`src/verilog/wback_cfg_pkg.sv`:
```
package wback_cfg_pkg;

    // Layer encodings as seen on the configuration port
    typedef enum logic [3:0] {
        CONV = 4'd0,
        POOL = 4'd2
    } layer_type_e;

    typedef enum logic [2:0] {
        S_START         = 3'd0,
        S_QUANT_OR_LOAD = 3'd1,
        S_LOAD          = 3'd2,
        S_WRITE         = 3'd3,
        S_WAIT          = 3'd4,
        S_FINISH        = 3'd5
    } wback_state_e;

    // Output-channel lanes written per item
    localparam int NUM_LANES = 3;

    // Lane index width
    localparam int LANE_W = $clog2(NUM_LANES);

    localparam int ADDR_W = 32;

    // Byte strobes per memory word
    localparam int STRB_W = 4;

endpackage
```
`src/verilog/wback_bus_pkg.sv`:
```
package wback_bus_pkg;

    import wback_cfg_pkg::*;

    // Level status reported by one upstream stage
    typedef struct packed {
        logic              rdy;
        logic              fin;
        logic              is_out_fin;
        logic [ADDR_W-1:0] addr;
    } stage_status_t;

    // Write control from the FSM to the counter and address generator
    typedef struct packed {
        // FSM sits in S_WRITE
        logic wr_active;
        // Selected out-finished flag
        logic final_out;
        // Pooling, lane 0 only
        logic single_lane;
    } lane_ctl_t;

    // Memory write port, enable held until ready
    typedef struct packed {
        logic [ADDR_W-1:0]    waddr;
        logic [STRB_W-1:0]    wstrb;
        logic [NUM_LANES-1:0] wenb;
    } mem_wr_t;

endpackage

```
`src/verilog/wback_top.sv`:
```
module wback_top
    import wback_cfg_pkg::*, wback_bus_pkg::*;
#(
    parameter int PLANE_W = 16
) (
    input  logic                 clk,
    input  logic                 resetn,
    input  layer_type_e          i_cfg_layer,
    // Output width times output height
    input  logic [PLANE_W-1:0]   i_plane_size,
    input  stage_status_t        i_rdata,
    input  stage_status_t        i_comps,
    input  logic [ADDR_W-1:0]    i_comps_ps_addr,
    input  logic [NUM_LANES-1:0] i_quant_rdy,
    input  logic                 i_mem_write_ready,
    output mem_wr_t              o_mem,
    output logic [NUM_LANES-1:0] o_quant_enb,
    output logic [NUM_LANES-1:0] o_obuf_enb,
    output logic [NUM_LANES-1:0] o_obuf_ld_wrn,
    output logic                 o_start,
    output logic                 o_rdy,
    output logic                 o_fin
);

    lane_ctl_t         ctl;
    logic [LANE_W-1:0] lane;
    logic              wr_phase;
    logic              lanes_done;

    wback_fsm u_fsm (
        .clk           (clk),
        .resetn        (resetn),
        .i_cfg_layer   (i_cfg_layer),
        .i_rdata       (i_rdata),
        .i_comps       (i_comps),
        .i_quant_rdy   (i_quant_rdy),
        .i_lanes_done  (lanes_done),
        .o_ctl         (ctl),
        .o_quant_enb   (o_quant_enb),
        .o_obuf_enb    (o_obuf_enb),
        .o_obuf_ld_wrn (o_obuf_ld_wrn),
        .o_start       (o_start),
        .o_rdy         (o_rdy),
        .o_fin         (o_fin)
    );

    wback_lane_counter u_lane_counter (
        .clk               (clk),
        .resetn            (resetn),
        .i_ctl             (ctl),
        .i_mem_write_ready (i_mem_write_ready),
        .o_lane            (lane),
        .o_wr_phase        (wr_phase),
        .o_lanes_done      (lanes_done)
    );

    wback_addr_gen #(
        .PLANE_W (PLANE_W)
    ) u_addr_gen (
        .i_ctl        (ctl),
        .i_lane       (lane),
        .i_wr_phase   (wr_phase),
        .i_rdata_addr (i_rdata.addr),
        .i_comps_addr (i_comps.addr),
        .i_ps_addr    (i_comps_ps_addr),
        .i_plane_size (i_plane_size),
        .o_mem        (o_mem)
    );

endmodule

```
`src/verilog/wback_addr_gen.sv`:
```
module wback_addr_gen
    import wback_cfg_pkg::*, wback_bus_pkg::*;
#(
    parameter int PLANE_W = 16
) (
    input  lane_ctl_t          i_ctl,
    input  logic [LANE_W-1:0]  i_lane,
    input  logic               i_wr_phase,
    input  logic [ADDR_W-1:0]  i_rdata_addr,
    input  logic [ADDR_W-1:0]  i_comps_addr,
    input  logic [ADDR_W-1:0]  i_ps_addr,
    input  logic [PLANE_W-1:0] i_plane_size,
    output mem_wr_t            o_mem
);

    logic [ADDR_W-1:0] lane_off;
    logic [ADDR_W-1:0] out_base;
    logic [ADDR_W-1:0] out_addr;
    logic [ADDR_W-1:0] ps_addr;
    logic              use_out;

    // One output plane per lane
    assign lane_off = ADDR_W'(i_lane) * ADDR_W'(i_plane_size);

    assign out_base = i_ctl.single_lane ? i_rdata_addr : i_comps_addr;
    assign out_addr = out_base + lane_off;

    // Partial sums step in words, byte offset kept
    assign ps_addr = {i_ps_addr[ADDR_W-1:2] + lane_off[ADDR_W-3:0], i_ps_addr[1:0]};

    // Pooling always writes quantized bytes at the read address
    assign use_out = i_ctl.final_out | i_ctl.single_lane;

    always_comb begin
        o_mem.waddr = '0;
        o_mem.wstrb = '0;
        o_mem.wenb  = '0;
        if (i_ctl.wr_active) begin
            if (use_out) begin
                o_mem.waddr = out_addr;
                o_mem.wstrb = STRB_W'(1) << out_addr[1:0];
            end else begin
                o_mem.waddr = ps_addr;
                o_mem.wstrb = '1;
            end
            if (i_wr_phase) begin
                o_mem.wenb = NUM_LANES'(1) << i_lane;
            end
        end
    end

    // Only one lane may drive the shared address at a time
    always_comb begin
        a_wenb_onehot: assert #0 ($onehot0(o_mem.wenb))
            else $error("wenb not one-hot: %b", o_mem.wenb);
    end

endmodule

```
`src/verilog/wback_lane_counter.sv`:
```
module wback_lane_counter
    import wback_cfg_pkg::*, wback_bus_pkg::*;
(
    input  logic              clk,
    input  logic              resetn,
    input  lane_ctl_t         i_ctl,
    input  logic              i_mem_write_ready,
    output logic [LANE_W-1:0] o_lane,
    output logic              o_wr_phase,
    output logic              o_lanes_done
);

    logic last_lane;
    logic accept;

    assign last_lane = i_ctl.single_lane ? (o_lane == '0)
                                         : (o_lane == LANE_W'(NUM_LANES - 1));

    // Write accepted when the enable phase meets ready
    assign accept = i_ctl.wr_active & o_wr_phase & i_mem_write_ready;

    always_ff @(posedge clk) begin
        if (!resetn) begin
            o_lane     <= '0;
            o_wr_phase <= 1'b0;
        end else if (!i_ctl.wr_active) begin
            o_lane     <= '0;
            o_wr_phase <= 1'b0;
        end else if (!o_wr_phase) begin
            // Setup cycle done, raise the enable next
            o_wr_phase <= 1'b1;
        end else if (accept) begin
            o_wr_phase <= 1'b0;
            o_lane     <= last_lane ? '0 : o_lane + 1'b1;
        end
    end

    assign o_lanes_done = accept & last_lane;

    a_lane_range: assert property (@(posedge clk) disable iff (!resetn)
        o_lane < LANE_W'(NUM_LANES));

    a_done_on_ready: assert property (@(posedge clk) disable iff (!resetn)
        o_lanes_done |-> i_mem_write_ready);

endmodule

```
`src/verilog/wback_fsm.sv`:
```
module wback_fsm
    import wback_cfg_pkg::*, wback_bus_pkg::*;
(
    input  logic                 clk,
    input  logic                 resetn,
    input  layer_type_e          i_cfg_layer,
    input  stage_status_t        i_rdata,
    input  stage_status_t        i_comps,
    input  logic [NUM_LANES-1:0] i_quant_rdy,
    input  logic                 i_lanes_done,
    output lane_ctl_t            o_ctl,
    output logic [NUM_LANES-1:0] o_quant_enb,
    output logic [NUM_LANES-1:0] o_obuf_enb,
    output logic [NUM_LANES-1:0] o_obuf_ld_wrn,
    output logic                 o_start,
    output logic                 o_rdy,
    output logic                 o_fin
);

    wback_state_e state;
    wback_state_e state_nxt;

    logic is_pool;
    logic rdata_go;
    logic comps_go;
    logic up_go;
    logic final_out;
    logic layer_fin;
    logic [NUM_LANES-1:0] load_mask;

    assign is_pool  = (i_cfg_layer == POOL);
    assign rdata_go = i_rdata.rdy | i_rdata.fin;
    assign comps_go = i_comps.rdy | i_comps.fin;

    // Pooling has no compute stage to wait on
    assign up_go = is_pool ? rdata_go : (rdata_go & comps_go);

    assign final_out = is_pool ? i_rdata.is_out_fin : i_comps.is_out_fin;
    assign layer_fin = is_pool ? i_rdata.fin : i_comps.fin;

    // Pooling loads only the first output buffer
    assign load_mask = is_pool ? NUM_LANES'(1) : '1;

    always_ff @(posedge clk) begin
        if (!resetn) begin
            state <= S_START;
        end else begin
            state <= state_nxt;
        end
    end

    always_comb begin
        state_nxt = state;
        case (state)
            S_START: begin
                if (up_go) begin
                    state_nxt = is_pool ? S_LOAD : S_QUANT_OR_LOAD;
                end
            end
            S_QUANT_OR_LOAD: begin
                if (!final_out) begin
                    state_nxt = S_WRITE;
                end else if (|i_quant_rdy) begin
                    state_nxt = S_LOAD;
                end
            end
            S_LOAD: begin
                state_nxt = S_WRITE;
            end
            S_WRITE: begin
                if (i_lanes_done) begin
                    state_nxt = S_WAIT;
                end
            end
            S_WAIT: begin
                if (up_go) begin
                    if (layer_fin) begin
                        state_nxt = S_FINISH;
                    end else begin
                        state_nxt = is_pool ? S_LOAD : S_QUANT_OR_LOAD;
                    end
                end
            end
            default: begin
                state_nxt = S_FINISH;
            end
        endcase
    end

    always_comb begin
        o_quant_enb   = '0;
        o_obuf_enb    = '0;
        o_obuf_ld_wrn = '0;
        case (state)
            S_QUANT_OR_LOAD: begin
                if (final_out) begin
                    o_quant_enb = '1;
                end else begin
                    // Partial sums are read straight out of the buffers
                    o_obuf_enb    = '1;
                    o_obuf_ld_wrn = '1;
                end
            end
            S_LOAD: begin
                o_obuf_enb    = load_mask;
                o_obuf_ld_wrn = load_mask;
            end
            default: begin
                o_quant_enb = '0;
            end
        endcase
    end

    assign o_start = (state == S_START);
    assign o_rdy   = (state == S_WAIT);
    assign o_fin   = (state == S_FINISH);

    assign o_ctl.wr_active   = (state == S_WRITE);
    assign o_ctl.final_out   = final_out;
    assign o_ctl.single_lane = is_pool;

    // Finish is terminal until reset
    a_finish_sticky: assert property (@(posedge clk) disable iff (!resetn)
        state == S_FINISH |=> state == S_FINISH);

    a_pool_no_quant: assert property (@(posedge clk) disable iff (!resetn)
        is_pool |-> o_quant_enb == '0);

endmodule

```
`config.mk`:
```
export PLATFORM = sky130hd
export DESIGN_NAME = wback_top
export DESIGN_NICKNAME = d
export VERILOG_FILES = /design/src/verilog/wback_cfg_pkg.sv /design/src/verilog/wback_bus_pkg.sv /design/src/verilog/wback_top.sv /design/src/verilog/wback_addr_gen.sv /design/src/verilog/wback_lane_counter.sv /design/src/verilog/wback_fsm.sv
export SDC_FILE = /design/constraint.sdc
export NUM_CORES = 1
export LEC_CHECK = 0
export BUFFER_PORTS_ARGS = -buffer_cell sky130_fd_sc_hd__buf_4
export CELL_PAD_IN_SITES_DETAIL_PLACEMENT = 0
export CELL_PAD_IN_SITES_GLOBAL_PLACEMENT = 2
export CORE_ASPECT_RATIO = 1.1
export CORE_UTILIZATION = 24
export CTS_BUF_LIST = sky130_fd_sc_hd__clkbuf_8
export DETAILED_ROUTE_END_ITERATION = 6
export GPL_ROUTABILITY_DRIVEN = 1
export PLACE_DENSITY = 0.93
export SKIP_LAST_GASP = 1
export SYNTH_ARGS = -nofsm -noshare
export SYNTH_HDL_FRONTEND = slang
export SYNTH_SLANG_ARGS = --single-unit
```
`constraint.sdc`:
```
create_clock -name clk -period 4.2 [get_ports clk]
set_input_delay 0.21 -clock clk [delete_from_list [all_inputs] [get_ports clk]]
set_output_delay 0.21 -clock clk [all_outputs]
set_load 0.01 [all_outputs]
```
==> impl_metrics.ini <==
[worst_setup_path]
cp_slowest_cell = or3_4
crit_path_cell_trace = and2_4 -> ha_4 -> inv_2 -> fa_2 -> nor2b_1 -> o21a_1 -> o21ai_2 -> nand2b_1 -> a21oi_2 -> xnor2_1 -> ha_2 -> o21ai_4 -> o21ai_4 -> nor3_2 -> or3_4 -> a211oi_4 -> o21bai_4 -> o21a_1 -> o32ai_2 -> buf_4
endpoint_kind = output pin
crit_buf_inv = 2
critPathMaxStageDelay_ps = 410
reg2reg_depth = 5
crit_arrival_ps = 4190
cp.required_ps = 3990
crit_family = compound AO/OA/AOI/OAI gates
crit_fanout = 6
worstSetupPathType = flop to output pin
cp-start-kind = flop
crit_cells = 20

[cts]
clockBufferDepth = 2
cts_root_buffer = clkbuf_8
worstSkewPairLatency_ps = 220
cts-buffers-inserted = 3
htreeDepth = 1
cts-hold-fix-buffers = 0
path_clk_slew_ps = 40
cts_tree = yes
numClockSinks = 6

[global_route]
grt_pass1_vias = 5239
grt_max_degree = 33
grt_usage = 0.168
grt_pass1_wl_mm = 26.0
antenna_found_initial = 0
overflow = 0

[logic_synthesis]
yosysSeqAreaShare = 0.0271
synth_ff_type = dfxtp_1
synthesis.nets = 840
yosys_register_bits = 6
synthMuxAreaShare = 0.0361
yosys.area.top_type = ha_1
synth_xor_xnor_area_share = 0.127
synth-compound-area-share = 0.270
synth_top_family_by_area = simple AND/OR/NAND/NOR gates
synth_fa_ha_area_frac = 0.168
synth_edf_count = 0
synth_area_leaders = ha_1 (15%), nand2_1 (9.8%), xnor2_1 (7.9%), a21oi_1 (6.8%), xor2_1 (4.7%)
netlist.area_leader.share = 0.152
synth.distinct_cells = 64
yosys.area_share.simple = 0.319
synth_area_per_cell_um2 = 6.76
yosys_warnings = 0
synth-async-reset-ratio = 0
syn_inst = 655
netlist_area_mm2 = 0.00443

[sta]
fin_worst_skew_ps = 1.27
whs_ps = 233
min_period_ps = 4400
setup_violations = 16
slew_headroom = 0.374
grt_setup_unrepaired = true
fin_ws_ps = -198
tightest_slew_ps = 936
hold_violations = 0
fin_crit_sh = 1.05
slew_violations = 0
clock.fmax_mhz = 227

[detailed_routing]
first_pass_iters = 5
ant_nets = 0
drc = 0
num_vias = 5486
wl_mm = 17.5
viasPerCell = 4.77
drt-initial-drc-count = 284
routedWlPerCell_um = 15.2

[power]
power_density_mw_per_mm2 = 90.6
power.switching_mw = 0.290
seqPwrFrac = 0.118
internal_power_mw = 0.385
ir_worst_vdd_mv = 0.0797
pwr-share-comb = 0.750
power.leakage_nw = 3.60
clockPowerShare = 0.132
p_total_mw = 0.675
switching_share = 0.429

[min_path]
min_path_cells = 2
hp-class = primary input to flop

[placed_design]
io_buffers = 178
dpl_worst_slack_ps = -289
place_area_mm2 = 0.00655
gp_congestion = 0.834
dp_hpwl_mm = 14.3

[run]
drv_cap = 0

[die]
fp.dieW_um = 132
rows = 51
core_area_mm2 = 0.0179
dieArea_mm2 = 0.0190
ios = 179
die_height_um = 145
start_util = 0.248

[run_status]
violations = negative setup slack
status = finished, violations left

[finish]
stdcell_area_mm2 = 0.00745
drive_gt1_frac = 0.442
final_common_cell = buf_4
antenna_cells = 0
synthToLayoutAreaGrowth_pct = 68.1
final_cell_mix = buf_4 (270), nand2_1 (113), a21oi_1 (41)
fin_nets = 1100
==> cell usage after synthesis, types with 16 or more instances <==
cell type    n
nand2_1    116
a21oi_1     60
ha_1        54
xnor2_1     40
nor2_1      34
and2_1      32
nand3_1     29
a21o_1      25
xor2_1      24
o21ai_0     21
inv_1       19
mux2i_1     16
==> flip-flops by register name, summed over array words and instances (netlist names) <==
register,flops
u_fsm.state,3
u_lane_counter.o_lane,2
u_lane_counter.o_wr_phase,1
==> power groups by stage <==
stage	Clock [mW]	Combinational [mW]	Sequential [mW]
6_report	0.0889	0.506	0.0795
3_5_place_dp	0	0.474	0.0820
5_1_grt	0.0936	0.553	0.0813
4_1_cts	0.0920	0.488	0.0798
3_3_place_gp	0	0.473	0.0815
2_1_floorplan	0	0.258	0.0677
==> metrics by stage <==
step           setup TNS, ps  utilization  cells
2_1_floorplan              0            -    655
3_3_place_gp           -1540        0.366   1127
3_5_place_dp           -2610        0.366   1127
4_1_cts                -1880        0.390   1141
5_1_grt                -5520        0.417   1151
6_report               -1770        0.417   1151
==> area by class of cell <==
| class | instances | area, um2 |
|---|---|---|
| fillers | 1872 | 10400 |
| multi-input cells | 603 | 4750 |
| repair buffers | 282 | 2160 |
| well taps | 238 | 298 |
| flip-flops and latches | 6 | 128 |
| inverters | 19 | 71.3 |
| clock buffers | 3 | 41.3 |
==> cell families after synthesis <==
kind of cell | after synthesis
fa+ha+maj | 58
mux | 16
buf+inv | 46
xor+xnor | 64
simple gates | 290
compound gates | 175
flops | 6
==> worst reg2reg max path, cell delays in order, from the launching register on <==
cell and delay, ps:
dfxtp_1 530, and3_1 460, nand3_1 240, o21ai_0 370, o21ai_0 140, and3_1 190
==> per-layer routing <==
metal	track usage	vias to the layer above	share of wire
met3	0.0179	22	0.038
met1	0.213	2481	0.44
li1	-	2866	-
met4	0.0337	0	0.016
met5	0	-	0
met2	0.307	117	0.51
==> worst paths after layout <==
kind                                                       startpoint  slack, ps                          end
worst max-delay path            u_lane_counter.o_lane[0]$_SDFFE_PN0P_       -200                    o_mem[38]
worst min-delay path                                           resetn        230  u_fsm.state[1]$_SDFFE_PN0P_
worst max register to register            u_fsm.state[0]$_SDFFE_PN0P_       2150  u_fsm.state[1]$_SDFFE_PN0P_
worst min register to register            u_fsm.state[2]$_SDFFE_PN0P_        640  u_fsm.state[2]$_SDFFE_PN0P_
==> repair_timing <==
item | CTS | global route
setup endpoints to repair | 22 | 22
resized for setup | 61 | 75
pin swaps | 50 | 81
setup buffers | 11 | 10
cloned | 0 | 0
Power figures use the tool's default switching activity.
